File: config.mk
export PLATFORM = sky130hd
export DESIGN_NAME = mrd_dft_top
export DESIGN_NICKNAME = d
export VERILOG_FILES = /design/src/verilog/mrd_pkg.sv /design/src/verilog/mrd_bank_ram.sv /design/src/verilog/mrd_sink_ctrl.sv /design/src/verilog/mrd_stage_ctrl.sv /design/src/verilog/mrd_butterfly.sv /design/src/verilog/mrd_source_ctrl.sv /design/src/verilog/mrd_mem_top.sv /design/src/verilog/mrd_dft_top.sv
export VERILOG_INCLUDE_DIRS = /design/src /design/src/include
export SDC_FILE = /design/constraint.sdc
export NUM_CORES = 2
export LEC_CHECK = 0
export ABC_AREA = 1
export BUFFER_PORTS_ARGS = -buffer_cell sky130_fd_sc_hd__buf_2
export CORE_MARGIN = 2
export CORE_UTILIZATION = 35
export CTS_CLUSTER_DIAMETER = 40
export DETAILED_ROUTE_END_ITERATION = 6
export HOLD_SLACK_MARGIN = 0.15
export PLACE_DENSITY = 0.5
export SETUP_SLACK_MARGIN = 0.2
export SYNTH_ARGS = -nofsm -noshare
export SYNTH_HDL_FRONTEND = slang
export SYNTH_SLANG_ARGS = --single-unit
File: constraint.sdc
create_clock -name clk -period 9.3 [get_ports clk]
set_input_delay 0.93 -clock clk [delete_from_list [all_inputs] [get_ports clk]]
set_output_delay 0.93 -clock clk [all_outputs]
set_load 0.01 [all_outputs]
File: src/include/mrd_cfg.svh
`ifndef MRD_CFG_SVH
`define MRD_CFG_SVH

// Transform length, always a power of two
`define MRD_LOG2N 3
`define MRD_N (1 << `MRD_LOG2N)

// Signed input samples
`define MRD_IN_W 12

// Stored and output words
// Grows by log2 N bits over the stages, plus one guard bit
`define MRD_DATA_W (`MRD_IN_W + `MRD_LOG2N + 1)

// Twiddle components, signed Q1.14
`define MRD_TW_W 16

`endif

File: src/verilog/mrd_pkg.sv
`default_nettype none

`include "mrd_cfg.svh"

package mrd_pkg;

	// Sample as it arrives at the frame port
	typedef logic signed [`MRD_IN_W-1:0] sample_t;
	// Word held in the banks and sent out
	typedef logic signed [`MRD_DATA_W-1:0] data_t;
	// Point address, natural or bit reversed
	typedef logic [`MRD_LOG2N-1:0] addr_t;
	// Address inside one bank, point address without bit 0
	typedef logic [`MRD_LOG2N-2:0] bank_addr_t;
	// Butterfly stage number
	typedef logic [1:0] stage_t;
	// One component of a twiddle factor
	typedef logic signed [`MRD_TW_W-1:0] twiddle_t;
	// Exponent k of W_N^k, range 0 to N/2-1
	typedef logic [`MRD_LOG2N-2:0] tw_idx_t;

	// Memory phases of one frame
	typedef enum logic [2:0]
	{
		idle,
		sink,
		rd,
		wait_wr_end,
		source
	} mem_state_t;

endpackage

`default_nettype wire

File: src/verilog/mrd_bank_ram.sv
`timescale 1ns/1ps
`default_nettype none

module mrd_bank_ram #(
	parameter int DEPTH = 4,
	parameter int WIDTH = 32
) (
	input logic clk,
	input logic wren,
	input mrd_pkg::bank_addr_t wraddr,
	input logic [WIDTH-1:0] din,
	input logic rden,
	input mrd_pkg::bank_addr_t rdaddr,
	output logic [WIDTH-1:0] dout
);

	// Real part in the upper half, imaginary in the lower half
	logic [WIDTH-1:0] mem [DEPTH];

	// Write port
	always_ff @(posedge clk)
	begin
		if (wren)
			mem[wraddr] <= din;
	end

	// Read port, registered
	// Holds its last word while rden is low
	always_ff @(posedge clk)
	begin
		if (rden)
			dout <= mem[rdaddr];
	end

endmodule

`default_nettype wire

File: src/verilog/mrd_sink_ctrl.sv
`timescale 1ns/1ps
`default_nettype none

`include "mrd_cfg.svh"

module mrd_sink_ctrl (
	input logic clk,
	input logic rst_n,
	input mrd_pkg::mem_state_t state,
	input logic in_valid,
	input mrd_pkg::sample_t in_real,
	input mrd_pkg::sample_t in_imag,
	output logic [1:0] wren,
	output mrd_pkg::bank_addr_t wraddr,
	output mrd_pkg::data_t wdata_real,
	output mrd_pkg::data_t wdata_imag,
	output logic sink_end
);

	localparam int EXT_W = `MRD_DATA_W - `MRD_IN_W;

	logic valid_r;
	mrd_pkg::sample_t real_r;
	mrd_pkg::sample_t imag_r;
	mrd_pkg::addr_t cnt;
	mrd_pkg::addr_t rev_addr;
	logic sink_wr;
	logic rev_bank;

	// Input register
	// The sample that came with in_sop is here on the first sink cycle
	always_ff @(posedge clk)
	begin
		if (!rst_n)
			valid_r <= 1'b0;
		else
			valid_r <= in_valid;
	end

	always_ff @(posedge clk)
	begin
		real_r <= in_real;
		imag_r <= in_imag;
	end

	assign sink_wr = (state == mrd_pkg::sink) && valid_r;

	// Valid samples seen in this frame
	always_ff @(posedge clk)
	begin
		if (!rst_n)
			cnt <= '0;
		else if (state != mrd_pkg::sink)
			cnt <= '0;
		else if (valid_r)
			cnt <= cnt + 1'b1;
	end

	// DIT needs the input in bit-reversed order
	always_comb
	begin
		for (int i = 0; i < `MRD_LOG2N; i++)
			rev_addr[i] = cnt[`MRD_LOG2N-1-i];
	end

	// Bank by parity, in-bank address drops bit 0
	assign rev_bank = ^rev_addr;
	assign wraddr = rev_addr[`MRD_LOG2N-1:1];
	assign wren[0] = sink_wr && !rev_bank;
	assign wren[1] = sink_wr && rev_bank;

	// Sign extension to the stored width
	assign wdata_real = {{EXT_W{real_r[`MRD_IN_W-1]}}, real_r};
	assign wdata_imag = {{EXT_W{imag_r[`MRD_IN_W-1]}}, imag_r};

	// Last sample of the frame
	assign sink_end = sink_wr && (cnt == mrd_pkg::addr_t'(`MRD_N - 1));

endmodule

`default_nettype wire

File: src/verilog/mrd_stage_ctrl.sv
`timescale 1ns/1ps
`default_nettype none

`include "mrd_cfg.svh"

module mrd_stage_ctrl (
	input logic clk,
	input logic rst_n,
	input mrd_pkg::mem_state_t state,
	output mrd_pkg::addr_t rd_addr_a,
	output mrd_pkg::addr_t rd_addr_b,
	output logic rden,
	output mrd_pkg::tw_idx_t tw_idx,
	output logic rd_end,
	input logic wb_valid,
	output logic wr_end,
	output logic last_stage
);

	// Pairs per stage
	localparam int NP = `MRD_N / 2;

	logic [`MRD_LOG2N-2:0] pair_cnt;
	logic [`MRD_LOG2N-2:0] wb_cnt;
	mrd_pkg::stage_t stage;
	mrd_pkg::addr_t span;
	mrd_pkg::addr_t offset;
	mrd_pkg::addr_t group;

	// ----------------------------------------
	// Operand addressing
	// ----------------------------------------

	// Distance between the two operands of a pair
	assign span = mrd_pkg::addr_t'(1) << stage;

	// Pair index split into offset in group and group bits
	assign offset = mrd_pkg::addr_t'(pair_cnt) & (span - 1'b1);
	assign group = mrd_pkg::addr_t'(pair_cnt) & ~(span - 1'b1);

	// Group base is the group bits moved up by one
	assign rd_addr_a = (group << 1) | offset;
	assign rd_addr_b = rd_addr_a | span;

	// k = offset * N / (2 * span)
	assign tw_idx = mrd_pkg::tw_idx_t'(offset << (`MRD_LOG2N - 1 - stage));

	// ----------------------------------------
	// Pair, write-back and stage counters
	// ----------------------------------------

	assign rden = (state == mrd_pkg::rd);
	assign rd_end = rden && (pair_cnt == NP - 1);

	always_ff @(posedge clk)
	begin
		if (!rst_n)
			pair_cnt <= '0;
		else if (!rden)
			pair_cnt <= '0;
		else
			pair_cnt <= pair_cnt + 1'b1;
	end

	// Results come back NP per stage, the counter wraps by itself
	assign wr_end = wb_valid && (wb_cnt == NP - 1);

	always_ff @(posedge clk)
	begin
		if (!rst_n)
			wb_cnt <= '0;
		else if (state == mrd_pkg::idle)
			wb_cnt <= '0;
		else if (wb_valid)
			wb_cnt <= wb_cnt + 1'b1;
	end

	always_ff @(posedge clk)
	begin
		if (!rst_n)
			stage <= '0;
		else if (state == mrd_pkg::idle)
			stage <= '0;
		else if (wr_end)
			stage <= stage + 1'b1;
	end

	assign last_stage = (stage == mrd_pkg::stage_t'(`MRD_LOG2N - 1));

endmodule

`default_nettype wire

File: src/verilog/mrd_butterfly.sv
`timescale 1ns/1ps
`default_nettype none

`include "mrd_cfg.svh"

module mrd_butterfly (
	input logic clk,
	input logic rst_n,
	input logic bf_valid,
	input mrd_pkg::data_t bf_a_real,
	input mrd_pkg::data_t bf_a_imag,
	input mrd_pkg::data_t bf_b_real,
	input mrd_pkg::data_t bf_b_imag,
	input mrd_pkg::tw_idx_t bf_tw_idx,
	input mrd_pkg::addr_t bf_addr_a,
	input mrd_pkg::addr_t bf_addr_b,
	output logic wb_valid,
	output mrd_pkg::addr_t wb_addr_a,
	output mrd_pkg::addr_t wb_addr_b,
	output mrd_pkg::data_t wb_a_real,
	output mrd_pkg::data_t wb_a_imag,
	output mrd_pkg::data_t wb_b_real,
	output mrd_pkg::data_t wb_b_imag
);

	localparam int NH = `MRD_N / 2;
	localparam int TW_FRAC = `MRD_TW_W - 2;
	localparam int PROD_W = `MRD_DATA_W + `MRD_TW_W + 1;
	localparam real PI = 3.14159265358979323846;
	localparam real SCALE = 1.0 * (1 << TW_FRAC);
	// Half an LSB of the product, for round to nearest
	localparam logic signed [PROD_W-1:0] RND = 1 << (TW_FRAC - 1);

	mrd_pkg::twiddle_t rom_cos [NH];
	mrd_pkg::twiddle_t rom_sin [NH];

	logic s1_valid;
	mrd_pkg::data_t s1_a_re;
	mrd_pkg::data_t s1_a_im;
	mrd_pkg::data_t s1_b_re;
	mrd_pkg::data_t s1_b_im;
	mrd_pkg::twiddle_t s1_cos;
	mrd_pkg::twiddle_t s1_sin;
	mrd_pkg::addr_t s1_addr_a;
	mrd_pkg::addr_t s1_addr_b;

	logic signed [PROD_W-1:0] prod_re;
	logic signed [PROD_W-1:0] prod_im;

	logic s2_valid;
	mrd_pkg::data_t s2_a_re;
	mrd_pkg::data_t s2_a_im;
	mrd_pkg::data_t s2_bw_re;
	mrd_pkg::data_t s2_bw_im;
	mrd_pkg::addr_t s2_addr_a;
	mrd_pkg::addr_t s2_addr_b;

	// ----------------------------------------
	// Twiddle ROM, W_N^k = cos - j sin
	// ----------------------------------------
	for (genvar k = 0; k < NH; k++)
	begin : g_rom
		localparam real ANG = 2.0 * PI * k / `MRD_N;
		localparam int COS_V = $rtoi($floor(SCALE * $cos(ANG) + 0.5));
		localparam int SIN_V = $rtoi($floor(SCALE * $sin(ANG) + 0.5));

		assign rom_cos[k] = mrd_pkg::twiddle_t'(COS_V);
		assign rom_sin[k] = mrd_pkg::twiddle_t'(SIN_V);
	end

	// Valid travels with the data, addresses ride alongside
	always_ff @(posedge clk)
	begin
		if (!rst_n)
		begin
			s1_valid <= 1'b0;
			s2_valid <= 1'b0;
			wb_valid <= 1'b0;
		end
		else
		begin
			s1_valid <= bf_valid;
			s2_valid <= s1_valid;
			wb_valid <= s2_valid;
		end
	end

	// Stage 1, operands and ROM lookup
	always_ff @(posedge clk)
	begin
		s1_a_re <= bf_a_real;
		s1_a_im <= bf_a_imag;
		s1_b_re <= bf_b_real;
		s1_b_im <= bf_b_imag;
		s1_cos <= rom_cos[bf_tw_idx];
		s1_sin <= rom_sin[bf_tw_idx];
		s1_addr_a <= bf_addr_a;
		s1_addr_b <= bf_addr_b;
	end

	// b * W = (br*c + bi*s) + j(bi*c - br*s), rounded back to Q0
	assign prod_re = s1_b_re * s1_cos + s1_b_im * s1_sin + RND;
	assign prod_im = s1_b_im * s1_cos - s1_b_re * s1_sin + RND;

	// Stage 2, product
	always_ff @(posedge clk)
	begin
		s2_a_re <= s1_a_re;
		s2_a_im <= s1_a_im;
		s2_bw_re <= mrd_pkg::data_t'(prod_re >>> TW_FRAC);
		s2_bw_im <= mrd_pkg::data_t'(prod_im >>> TW_FRAC);
		s2_addr_a <= s1_addr_a;
		s2_addr_b <= s1_addr_b;
	end

	// Stage 3, sum and difference
	always_ff @(posedge clk)
	begin
		wb_a_real <= s2_a_re + s2_bw_re;
		wb_a_imag <= s2_a_im + s2_bw_im;
		wb_b_real <= s2_a_re - s2_bw_re;
		wb_b_imag <= s2_a_im - s2_bw_im;
		wb_addr_a <= s2_addr_a;
		wb_addr_b <= s2_addr_b;
	end

endmodule

`default_nettype wire

File: src/verilog/mrd_source_ctrl.sv
`timescale 1ns/1ps
`default_nettype none

`include "mrd_cfg.svh"

module mrd_source_ctrl (
	input logic clk,
	input logic rst_n,
	input mrd_pkg::mem_state_t state,
	output logic rden,
	output mrd_pkg::addr_t rd_addr,
	output logic rd_bank,
	output logic source_end,
	output logic out_valid,
	output logic out_sop,
	output logic out_eop
);

	mrd_pkg::addr_t cnt;
	// Bit 0 after the RAM register, bit 1 after the output register
	logic [1:0] valid_d;
	logic [1:0] sop_d;
	logic [1:0] eop_d;
	logic bank_d;

	assign rden = (state == mrd_pkg::source);
	assign rd_addr = cnt;
	assign source_end = rden && (cnt == mrd_pkg::addr_t'(`MRD_N - 1));

	// Natural order bin counter
	always_ff @(posedge clk)
	begin
		if (!rst_n)
			cnt <= '0;
		else if (!rden)
			cnt <= '0;
		else
			cnt <= cnt + 1'b1;
	end

	// Frame strobes, two cycles behind the read
	always_ff @(posedge clk)
	begin
		if (!rst_n)
		begin
			valid_d <= '0;
			sop_d <= '0;
			eop_d <= '0;
		end
		else
		begin
			valid_d <= {valid_d[0], rden};
			sop_d <= {sop_d[0], rden && (cnt == '0)};
			eop_d <= {eop_d[0], source_end};
		end
	end

	// Bank of the read, lined up with the RAM output
	// The output register in the memory top adds the second cycle
	always_ff @(posedge clk)
	begin
		bank_d <= ^cnt;
	end

	assign rd_bank = bank_d;
	assign out_valid = valid_d[1];
	assign out_sop = sop_d[1];
	assign out_eop = eop_d[1];

endmodule

`default_nettype wire

File: src/verilog/mrd_mem_top.sv
`timescale 1ns/1ps
`default_nettype none

`include "mrd_cfg.svh"

module mrd_mem_top (
	input logic clk,
	input logic rst_n,
	input logic in_valid,
	input logic in_sop,
	input mrd_pkg::sample_t in_real,
	input mrd_pkg::sample_t in_imag,
	output logic bf_valid,
	output mrd_pkg::data_t bf_a_real,
	output mrd_pkg::data_t bf_a_imag,
	output mrd_pkg::data_t bf_b_real,
	output mrd_pkg::data_t bf_b_imag,
	output mrd_pkg::tw_idx_t bf_tw_idx,
	output mrd_pkg::addr_t bf_addr_a,
	output mrd_pkg::addr_t bf_addr_b,
	input logic wb_valid,
	input mrd_pkg::addr_t wb_addr_a,
	input mrd_pkg::addr_t wb_addr_b,
	input mrd_pkg::data_t wb_a_real,
	input mrd_pkg::data_t wb_a_imag,
	input mrd_pkg::data_t wb_b_real,
	input mrd_pkg::data_t wb_b_imag,
	output logic out_valid,
	output logic out_sop,
	output logic out_eop,
	output mrd_pkg::data_t out_real,
	output mrd_pkg::data_t out_imag,
	output logic busy
);

	localparam int NB = 2;
	localparam int DEPTH = `MRD_N / 2;
	localparam int WORD_W = 2 * `MRD_DATA_W;

	mrd_pkg::mem_state_t state;
	logic frame_start;

	// Sink side
	logic [1:0] sink_wren;
	mrd_pkg::bank_addr_t sink_wraddr;
	mrd_pkg::data_t sink_real;
	mrd_pkg::data_t sink_imag;
	logic sink_end;

	// Stage reads and write-back
	mrd_pkg::addr_t st_addr_a;
	mrd_pkg::addr_t st_addr_b;
	logic st_rden;
	mrd_pkg::tw_idx_t st_tw_idx;
	logic rd_end;
	logic wr_end;
	logic last_stage;
	logic rd_bank_a;
	logic rd_bank_a_r;
	logic wb_bank_a;

	// Source side
	logic src_rden;
	mrd_pkg::addr_t src_addr;
	logic src_bank;
	logic source_end;

	logic [WORD_W-1:0] bank_dout [NB];

	// ----------------------------------------
	// Phase FSM
	// ----------------------------------------

	// in_sop counts only when the engine is free
	assign frame_start = (state == mrd_pkg::idle) && !busy && in_sop && in_valid;

	always_ff @(posedge clk)
	begin
		if (!rst_n)
			state <= mrd_pkg::idle;
		else
		begin
			case (state)
				mrd_pkg::idle: if (frame_start) state <= mrd_pkg::sink;
				mrd_pkg::sink: if (sink_end) state <= mrd_pkg::rd;
				mrd_pkg::rd: if (rd_end) state <= mrd_pkg::wait_wr_end;
				mrd_pkg::wait_wr_end:
				begin
					// Stage counter still shows the stage just written
					if (wr_end && last_stage)
						state <= mrd_pkg::source;
					else if (wr_end)
						state <= mrd_pkg::rd;
				end
				mrd_pkg::source: if (source_end) state <= mrd_pkg::idle;
				default: state <= mrd_pkg::idle;
			endcase
		end
	end

	// High from the accepted in_sop until out_eop has gone out
	always_ff @(posedge clk)
	begin
		if (!rst_n)
			busy <= 1'b0;
		else if (frame_start)
			busy <= 1'b1;
		else if (out_eop)
			busy <= 1'b0;
	end

	// ----------------------------------------
	// Banks and port switches
	// ----------------------------------------

	// Pair members differ in one bit, so their parities differ
	assign wb_bank_a = ^wb_addr_a;
	assign rd_bank_a = ^st_addr_a;

	for (genvar i = 0; i < NB; i++)
	begin : g_bank
		logic wren;
		mrd_pkg::bank_addr_t wraddr;
		logic [WORD_W-1:0] din;
		logic rden;
		mrd_pkg::bank_addr_t rdaddr;
		logic own_a_wr;
		logic own_a_rd;

		assign own_a_wr = (wb_bank_a == 1'(i));
		assign own_a_rd = (rd_bank_a == 1'(i));

		// Write port, sink samples or butterfly results
		assign wren = (state == mrd_pkg::sink) ? sink_wren[i] : wb_valid;
		assign wraddr = (state == mrd_pkg::sink) ? sink_wraddr
			: own_a_wr ? wb_addr_a[`MRD_LOG2N-1:1] : wb_addr_b[`MRD_LOG2N-1:1];
		assign din = (state == mrd_pkg::sink) ? {sink_real, sink_imag}
			: own_a_wr ? {wb_a_real, wb_a_imag} : {wb_b_real, wb_b_imag};

		// Read port, operand pair or natural-order source
		assign rden = st_rden || src_rden;
		assign rdaddr = (state == mrd_pkg::rd)
			? (own_a_rd ? st_addr_a[`MRD_LOG2N-1:1] : st_addr_b[`MRD_LOG2N-1:1])
			: src_addr[`MRD_LOG2N-1:1];

		mrd_bank_ram #(
			.DEPTH(DEPTH),
			.WIDTH(WORD_W)
		) u_ram (
			.clk(clk),
			.wren(wren),
			.wraddr(wraddr),
			.din(din),
			.rden(rden),
			.rdaddr(rdaddr),
			.dout(bank_dout[i])
		);
	end

	// Operand strobe and side info, one cycle after the read
	always_ff @(posedge clk)
	begin
		if (!rst_n)
			bf_valid <= 1'b0;
		else
			bf_valid <= st_rden;
	end

	always_ff @(posedge clk)
	begin
		rd_bank_a_r <= rd_bank_a;
		bf_addr_a <= st_addr_a;
		bf_addr_b <= st_addr_b;
		bf_tw_idx <= st_tw_idx;
	end

	// Steer RAM data back to a and b
	assign {bf_a_real, bf_a_imag} = bank_dout[rd_bank_a_r];
	assign {bf_b_real, bf_b_imag} = bank_dout[~rd_bank_a_r];

	// Output word from the bank that the source read
	always_ff @(posedge clk)
	begin
		{out_real, out_imag} <= bank_dout[src_bank];
	end

	// ----------------------------------------
	// Controllers
	// ----------------------------------------
	mrd_sink_ctrl u_sink (
		.clk(clk),
		.rst_n(rst_n),
		.state(state),
		.in_valid(in_valid),
		.in_real(in_real),
		.in_imag(in_imag),
		.wren(sink_wren),
		.wraddr(sink_wraddr),
		.wdata_real(sink_real),
		.wdata_imag(sink_imag),
		.sink_end(sink_end)
	);

	mrd_stage_ctrl u_stage (
		.clk(clk),
		.rst_n(rst_n),
		.state(state),
		.rd_addr_a(st_addr_a),
		.rd_addr_b(st_addr_b),
		.rden(st_rden),
		.tw_idx(st_tw_idx),
		.rd_end(rd_end),
		.wb_valid(wb_valid),
		.wr_end(wr_end),
		.last_stage(last_stage)
	);

	mrd_source_ctrl u_source (
		.clk(clk),
		.rst_n(rst_n),
		.state(state),
		.rden(src_rden),
		.rd_addr(src_addr),
		.rd_bank(src_bank),
		.source_end(source_end),
		.out_valid(out_valid),
		.out_sop(out_sop),
		.out_eop(out_eop)
	);

endmodule

`default_nettype wire

File: src/verilog/mrd_dft_top.sv
`timescale 1ns/1ps
`default_nettype none

module mrd_dft_top (
	input logic clk,
	input logic rst_n,
	input logic in_valid,
	input logic in_sop,
	input mrd_pkg::sample_t in_real,
	input mrd_pkg::sample_t in_imag,
	output logic out_valid,
	output logic out_sop,
	output logic out_eop,
	output mrd_pkg::data_t out_real,
	output mrd_pkg::data_t out_imag,
	output logic busy
);

	// Operands towards the butterfly
	logic bf_valid;
	mrd_pkg::data_t bf_a_real;
	mrd_pkg::data_t bf_a_imag;
	mrd_pkg::data_t bf_b_real;
	mrd_pkg::data_t bf_b_imag;
	mrd_pkg::tw_idx_t bf_tw_idx;
	mrd_pkg::addr_t bf_addr_a;
	mrd_pkg::addr_t bf_addr_b;

	// Results back to memory
	logic wb_valid;
	mrd_pkg::addr_t wb_addr_a;
	mrd_pkg::addr_t wb_addr_b;
	mrd_pkg::data_t wb_a_real;
	mrd_pkg::data_t wb_a_imag;
	mrd_pkg::data_t wb_b_real;
	mrd_pkg::data_t wb_b_imag;

	mrd_mem_top u_mem (
		.clk(clk),
		.rst_n(rst_n),
		.in_valid(in_valid),
		.in_sop(in_sop),
		.in_real(in_real),
		.in_imag(in_imag),
		.bf_valid(bf_valid),
		.bf_a_real(bf_a_real),
		.bf_a_imag(bf_a_imag),
		.bf_b_real(bf_b_real),
		.bf_b_imag(bf_b_imag),
		.bf_tw_idx(bf_tw_idx),
		.bf_addr_a(bf_addr_a),
		.bf_addr_b(bf_addr_b),
		.wb_valid(wb_valid),
		.wb_addr_a(wb_addr_a),
		.wb_addr_b(wb_addr_b),
		.wb_a_real(wb_a_real),
		.wb_a_imag(wb_a_imag),
		.wb_b_real(wb_b_real),
		.wb_b_imag(wb_b_imag),
		.out_valid(out_valid),
		.out_sop(out_sop),
		.out_eop(out_eop),
		.out_real(out_real),
		.out_imag(out_imag),
		.busy(busy)
	);

	mrd_butterfly u_bf (
		.clk(clk),
		.rst_n(rst_n),
		.bf_valid(bf_valid),
		.bf_a_real(bf_a_real),
		.bf_a_imag(bf_a_imag),
		.bf_b_real(bf_b_real),
		.bf_b_imag(bf_b_imag),
		.bf_tw_idx(bf_tw_idx),
		.bf_addr_a(bf_addr_a),
		.bf_addr_b(bf_addr_b),
		.wb_valid(wb_valid),
		.wb_addr_a(wb_addr_a),
		.wb_addr_b(wb_addr_b),
		.wb_a_real(wb_a_real),
		.wb_a_imag(wb_a_imag),
		.wb_b_real(wb_b_real),
		.wb_b_imag(wb_b_imag)
	);

endmodule

`default_nettype wire

# Yosys cells after proc, flatten, opt, wreduce, memory -nomap -nowiden
# Memory sizes are Yosys's and may differ from the RTL's. A register that Yosys moved wholly into a read port is not among the register bits.
# Cells that the tools add are included.
[totals]
output_inout_bits = 36
elab_cells = 166
ram_bits = 256
reg_bits = 335
n_memories = 2
input_bits = 28
[mem_list]
columns = ["memory", "depth", "word_bits", "read_ports", "rd_ports_with_merged_regs", "wr", "line_no", "source"]
rows = [
  ["u_mem.g_bank[0].u_ram.mem", 4, 32, 1, 1, 1, "mrd_bank_ram.sv:18", "logic [WIDTH-1:0] mem [DEPTH];"],
  ["u_mem.g_bank[1].u_ram.mem", 4, 32, 1, 1, 1, "mrd_bank_ram.sv:18", ""],
]
[op_classes]
n_reduce_logical = 27
shifts = 2
order_cmp = 4
n_addsub = 15
n_bitwise = 11
n_eq_ne = 15
mux = 42
mul = 4
[ops]
columns = ["cell", "count"]
rows = [
  ["32-bit two-way mux", 13],
  ["16-bit by 16-bit multiplier with 30-bit output", 4],
  ["16-bit binary-select mux with 2-bit select", 2],
  ["16-bit two-way mux", 4],
  ["30-bit by 15-bit adder with 30-bit output, second input constant", 2],
  ["16-bit adder", 2],
  ["3-bit by 32-bit left shift with 2-bit output", 1],
  ["16-bit subtractor", 2],
  ["30-bit adder", 1],
  ["30-bit subtractor", 1],
  ["3-bit two-way mux", 6],
  ["2-bit two-way mux", 8],
  ["3-bit case mux with 5 select lines", 1],
  ["1-bit logical AND", 12],
  ["3-bit parity", 4],
  ["3-bit == test, second input constant", 3],
  ["1-bit two-way mux", 8],
  ["2-bit by 1-bit adder with 2-bit output, second input constant", 3],
  ["3-bit by 1-bit adder with 3-bit output, second input constant", 2],
  ["2-bit == test, second input constant", 3],
  ["3-bit by 2-bit == test with 1-bit output, second input constant", 2],
  ["2-bit >= comparator, second input constant", 3],
  ["3-bit logical NOT", 2],
  ["3-bit by 1-bit inequality test with 1-bit output, second input constant", 2],
  ["other kinds (20)", 29],
]

# Logic depth before layout (Yosys ltp)
[depth]
word_depth = 8
depth_mapped = 32
mapped_depth_nobuf = 29

# Modules after synthesis
# Synthesis repeated with hierarchy kept, for this count alone.
[unflattened]
cells_unflattened = 5872
area_unflattened_um2 = 52934.5
[by_module_without_submodules]
columns = ["module", "instances", "seq_area_each_um2", "cells_each", "area_per_inst_um2"]
rows = [
  ["mrd_butterfly", 1, 4324.1, 3838, 34496.8],
  ["mrd_bank_ram", 2, 4804.6, 541, 6398.6],
  ["mrd_mem_top", 1, 920.9, 782, 4088.9],
  ["mrd_sink_ctrl", 1, 560.5, 68, 789.5],
  ["mrd_stage_ctrl", 1, 120.1, 64, 416.6],
  ["mrd_source_ctrl", 1, 200.2, 38, 345.3],
]

# Least setup slack after synthesis
# Ideal clock, no wire load.
[synth_timing]
kind = "reg2reg"
startpoint = "register u_bf.s1_cos[12]"
endpoint = "register u_bf.s2_bw_im[9]"
stages_incl_launch_ff = 27
required_time_ns = 9.179
setup_slack_ns = 2.625
setup_time_ns = 0.121
synth_period_minus_slack_ns = 6.675
arrival_time_ns = 6.554
path_buffers = 2
cell_sequence = "dfxtp_1 buf_2 buf_1 nand2_1 fa_1 fa_1 fa_1 fa_1 inv_1 fa_1 inv_1 fa_1 inv_1 fa_1 inv_1 fa_1 inv_1 ha_1 nand2_1 inv_1 a21oi_1 nand2_1 nand2_1 nand3_1 nand2_1 nand2_1 xor2_1"
[synth_via]
elab_chain_cells = 3
[synth_rtl]
columns = ["item", "line_no", "source"]
rows = [
  ["start: declaration", "mrd_butterfly.sv:42", "mrd_pkg::twiddle_t s1_cos;"],
  ["start signal: assignment", "mrd_butterfly.sv:95", "s1_cos <= rom_cos[bf_tw_idx];"],
  ["16-bit by 16-bit multiplier with 30-bit output", "mrd_butterfly.sv:103", "assign prod_im = s1_b_im * s1_cos - s1_b_re * s1_sin + RND;"],
  ["30-bit subtractor", "mrd_butterfly.sv:103", ""],
  ["30-bit by 15-bit adder with 30-bit output", "mrd_butterfly.sv:103", ""],
  ["named net u_bf.prod_im[23]", "mrd_butterfly.sv:48", "logic signed [PROD_W-1:0] prod_im;"],
  ["end signal: assignment", "mrd_butterfly.sv:111", "s2_bw_im <= mrd_pkg::data_t'(prod_im >>> TW_FRAC);"],
  ["end: declaration", "mrd_butterfly.sv:54", "mrd_pkg::data_t s2_bw_im;"],
]
# The timed path passes the listed nets, and every way through them passes these cells.
# A chain may end at the register's enable or synchronous reset.

# Final worst setup path
[layout_timing]
startpoint = "register u_bf.s1_cos[12]"
endpoint = "register u_bf.s2_bw_im[3]"
# Same word-level chain as after synthesis.

==> summary.md <==
The logs give 0 for the total congestion overflow and 139 for the number of standard-cell rows in the floorplan. The worst setup path is launched from a flop. The post-CTS clock slew at the launch and capture registers of the worst setup and hold paths was 0.06 ns. The number of antenna violations at the first check in global routing was 5. The most used flip-flop cell after synthesis is sky130_fd_sc_hd__edfxtp_1. Sorting the synthesized cells by area gives the leading types as sky130_fd_sc_hd__fa_1 (28%), sky130_fd_sc_hd__edfxtp_1 (19%), sky130_fd_sc_hd__dfxtp_1 (12%), sky130_fd_sc_hd__inv_1 (11%), sky130_fd_sc_hd__ha_1 (11%). The largest voltage drop on the vdd net is 0.0002607 V, and the share of the yosys chip area belonging to registers is 0.3083.

For the die outline area, the log shows 148200 sq um. Once detailed placement completed, the half-perimeter wirelength came to 110800 um. The critical path's largest stage delay is 0.74 ns, and the average detailed-routed wire length per instance is 18.85 um. From left edge to right edge, the die measures 384.9 um. Headroom to the max-slew limit: 0.3050. For this run, the post-layout net count is 6555. The distinct cell type count of the synthesized netlist was 49; the die boundary height was 384.9 um.

The cell class contributing the biggest share of worst-path delay is adder cells. The actual slew at the worst max-slew pin came out at 1.042 ns. The ratio of final minimum period to clock period is 0.8541, and the hold-fix buffer count after cts is 0. Setup total negative slack on the finished layout was measured at 0 ns.

The placeable core region came out at 143800 sq um. After clock tree synthesis, the setup repair step added 0 buffers. In this run the worst path has a maximum fanout of 20. The run gives 0.1928 as the total global-route track usage.

Clock tree synthesis selected as its root buffer the cell sky130_fd_sc_hd__clkbuf_16. Among all cell types in the netlist, the one instantiated most often is sky130_fd_sc_hd__inv_1. The first global-routing pass estimated 212800 um of wire.

The detailed router finished its first iteration with 2321 violations. Entering global routing, the biggest net connects 101 pins. The arrival time of data at the critical path endpoint is 8.53 ns, and the synthesized netlist net count is 6499. No sink is reached through more buffers than the 3 on the longest clock path.

For the starting utilization of the core area, the log shows 0.3531. The gate count after technology mapping came out at 5324. Setup repair after global routing left no endpoint under its margin. TritonCTS built the clock tree. The tools report the final hold violation count as 0. The number of global-route vias before repair came out at 34.85k. The flow ran to the end, and the final reports show no timing, DRC or antenna violations. The tree built by TritonCTS fans out to 622 sinks. At the end of routability-driven placement, the weighted congestion stood at 0.9047. The post-layout minimum cycle time came out at 7.943 ns. Relative to the synthesized area, the layout overhead comes to 10.79%. The count of vias placed by the detailed router was 34.21k; the number of enable-type register cells in the synthesized netlist was 320. The number of buffers added on ports is 63.

The slack of the critical path is 1.357 ns. The minimum setup slack after placement was 1.458 ns. Final core area utilization: 0.3912.

Using the TritonRoute via totals, the vias-per-cell ratio works out to 4.650. sky130_fd_sc_hd__fa_1 takes more of the synthesized area than any other cell. The final number of max-transition violations was 0.

Type of destination of the critical path: a flop. The number of gates resized after CTS was 0. The clock arrives with 0.03608 ns of skew.

Data on the critical path is required at its endpoint by 9.89 ns. The worst hold path belongs to the class reg2reg. The detail route stage leaves a number of antenna-violating nets equal to 0.

The buffers plus inverters on the worst setup path is 7, and the count of H-tree levels built during CTS is 3. The area share of the leading cell type in the synthesized netlist works out to 0.2771. Path type of the worst setup path: reg2reg. The run gives 85 as the number of buffers added by the clock tree synthesis step.

Setup violations remaining at the end of the flow were counted as 0. The area of the mapped netlist is 50780 sq um, and the flop and latch count out of synthesis is 622. The achievable frequency was 0.1259 GHz; the final wirelength was 138600 um. Yosys printed 0 warnings. The commonest cells after synthesis are sky130_fd_sc_hd__inv_1 (1500), sky130_fd_sc_hd__fa_1 (703), sky130_fd_sc_hd__nand2_1 (677). The clock reaches the later pin of the worst-skew pair after 0.67 ns.

Across the run, the number of max-cap violations was 0. The async set or reset register ratio after synthesis came out at 0. The instance area at placement came out at 53200 sq um.

Each instance of the synthesized netlist takes up on average 9.538 sq um. For this design the static power due to leakage is 0.02801 uW. After detailed routing, the number of remaining DRC violations is 0. The finished cells cover 56260 sq um. 64 I/O pins were placed. Counting stages on the worst path, the most repeated cell is sky130_fd_sc_hd__fa_1. For this design, the slowest cell found on the critical path is sky130_fd_sc_hd__dfxtp_2. The fraction of layout instances using a drive strength above 1 is 0.05484, and the power density over the cells is 242.7 nW/um^2. For the total iterations of the first detailed-routing run, the log shows 5.
-- state kept, by name, summed over array words and instances, names as in the netlist, 15 cells and up --
name                     flops
u_bf.s1_a_im                16
u_bf.s1_a_re                16
u_bf.s1_b_im                16
u_bf.s1_b_re                16
u_bf.s2_a_im                16
u_bf.s2_a_re                16
u_bf.s2_bw_im               16
u_bf.s2_bw_re               16
u_bf.wb_a_imag              16
u_bf.wb_a_real              16
u_bf.wb_b_imag              15
u_bf.wb_b_real              15
u_mem.g_bank.u_ram.dout     64
u_mem.g_bank.u_ram.mem     256
u_mem.out_imag              16
u_mem.out_real              16
-- report_power, final --
| part | internal (uW) | total (uW) | switching [uW] |
|---|---|---|---|
| clock network | 2110 | 3430 | 1320 |
| registers | 3770 | 4290 | 515 |
| logic | 1910 | 5930 | 4020 |
| total | 7800 | 13700 | 5860 |
-- per-layer routing --
metal  vias up  track usage  part of all wire
li1      16340            -                 -
met1     16950       0.2703              0.46
met2       774       0.3134              0.47
met3       153      0.02665             0.048
met4         0      0.04912             0.023
met5         -            0                 0
-- logic make-up after synthesis --
group | count (synthesis) | share of synthesized area
DFF | 622 | 0.3083
buffers and inverters | 1637 | 0.1236
adders and majority gates | 1147 | 0.3865
muxes | 1 | 0.0001971
AOI/OAI and AO/OA | 683 | 0.07384
xor gates and xnor gates | 102 | 0.01759
and+or+nand+nor | 1132 | 0.08991
-- metrics by stage --
stage | std cells | hold slack, ns | power [uW]
4_1_cts | 7355 | 0.2956 | 13780
5_1_grt | 7355 | 0.3208 | 14720
2_1_floorplan | 5324 | 0.3096 | 8155
6_report | 7357 | 0.3189 | 13660
3_5_place_dp | 7196 | 0.3121 | 10210
3_3_place_gp | 7196 | 0.3101 | 10240
-- area by class of cell --
type,instances,area [sq um]
Antenna cell,2,5.005
Clock buffer,107,2376
Clock inverter,52,679.4
Fill cell,14390,87570
Inverter,1509,5665
Multi-Input combinational cell,3065,28920
Sequential cell,622,15660
Tap cell,1903,2381
Timing Repair Buffer,97,570.5
-- final timing paths --
path | start | to | slack (ns) | cells past startpoint
worst max-delay path | u_bf.s1_cos[12] | u_bf.s2_bw_im[3] | 1.36 | 25
worst min-delay path | u_bf.s1_a_im[8] | u_bf.s2_a_im[8] | 0.32 | 0
worst max register to register | u_bf.s1_cos[12] | u_bf.s2_bw_im[3] | 1.36 | 25
worst min register to register | u_bf.s1_a_im[8] | u_bf.s2_a_im[8] | 0.32 | 0
-- cells in the final DEF (no fill, tap or decap), types with 8 or more instances in the layout --
| master | Yosys | layout |
|---|---|---|
| sky130_fd_sc_hd__o22ai_1 | 84 | 84 |
| sky130_fd_sc_hd__nor2_1 | 282 | 276 |
| sky130_fd_sc_hd__a21oi_1 | 159 | 159 |
| sky130_fd_sc_hd__edfxtp_1 | 320 | 320 |
| sky130_fd_sc_hd__a31oi_1 | 14 | 14 |
| sky130_fd_sc_hd__ha_1 | 444 | 444 |
| sky130_fd_sc_hd__inv_6 | 0 | 10 |
| sky130_fd_sc_hd__nor3_1 | 22 | 21 |
| sky130_fd_sc_hd__buf_4 | 2 | 34 |
| sky130_fd_sc_hd__or2_2 | 22 | 22 |
| sky130_fd_sc_hd__nand3_1 | 96 | 95 |
| sky130_fd_sc_hd__clkbuf_1 | 69 | 11 |
| sky130_fd_sc_hd__bufinv_16 | 0 | 9 |
| sky130_fd_sc_hd__clkbuf_16 | 0 | 90 |
| sky130_fd_sc_hd__o21ai_1 | 82 | 82 |
| sky130_fd_sc_hd__o31ai_1 | 8 | 8 |
| sky130_fd_sc_hd__dfxtp_1 | 302 | 299 |
| sky130_fd_sc_hd__o21bai_1 | 9 | 9 |
| sky130_fd_sc_hd__xnor2_1 | 24 | 24 |
| sky130_fd_sc_hd__buf_2 | 39 | 63 |
| sky130_fd_sc_hd__fa_1 | 703 | 703 |
| sky130_fd_sc_hd__nor2_4 | 2 | 8 |
| sky130_fd_sc_hd__inv_1 | 1500 | 1500 |
| sky130_fd_sc_hd__o21ai_0 | 277 | 277 |
| sky130_fd_sc_hd__a21boi_0 | 8 | 8 |
| sky130_fd_sc_hd__nand4_1 | 13 | 13 |
| sky130_fd_sc_hd__xor2_1 | 78 | 78 |
| sky130_fd_sc_hd__a21o_1 | 15 | 15 |
| sky130_fd_sc_hd__nand2_1 | 677 | 675 |
| sky130_fd_sc_hd__inv_8 | 0 | 8 |
No activity file was read; power rests on OpenSTA's default activity.
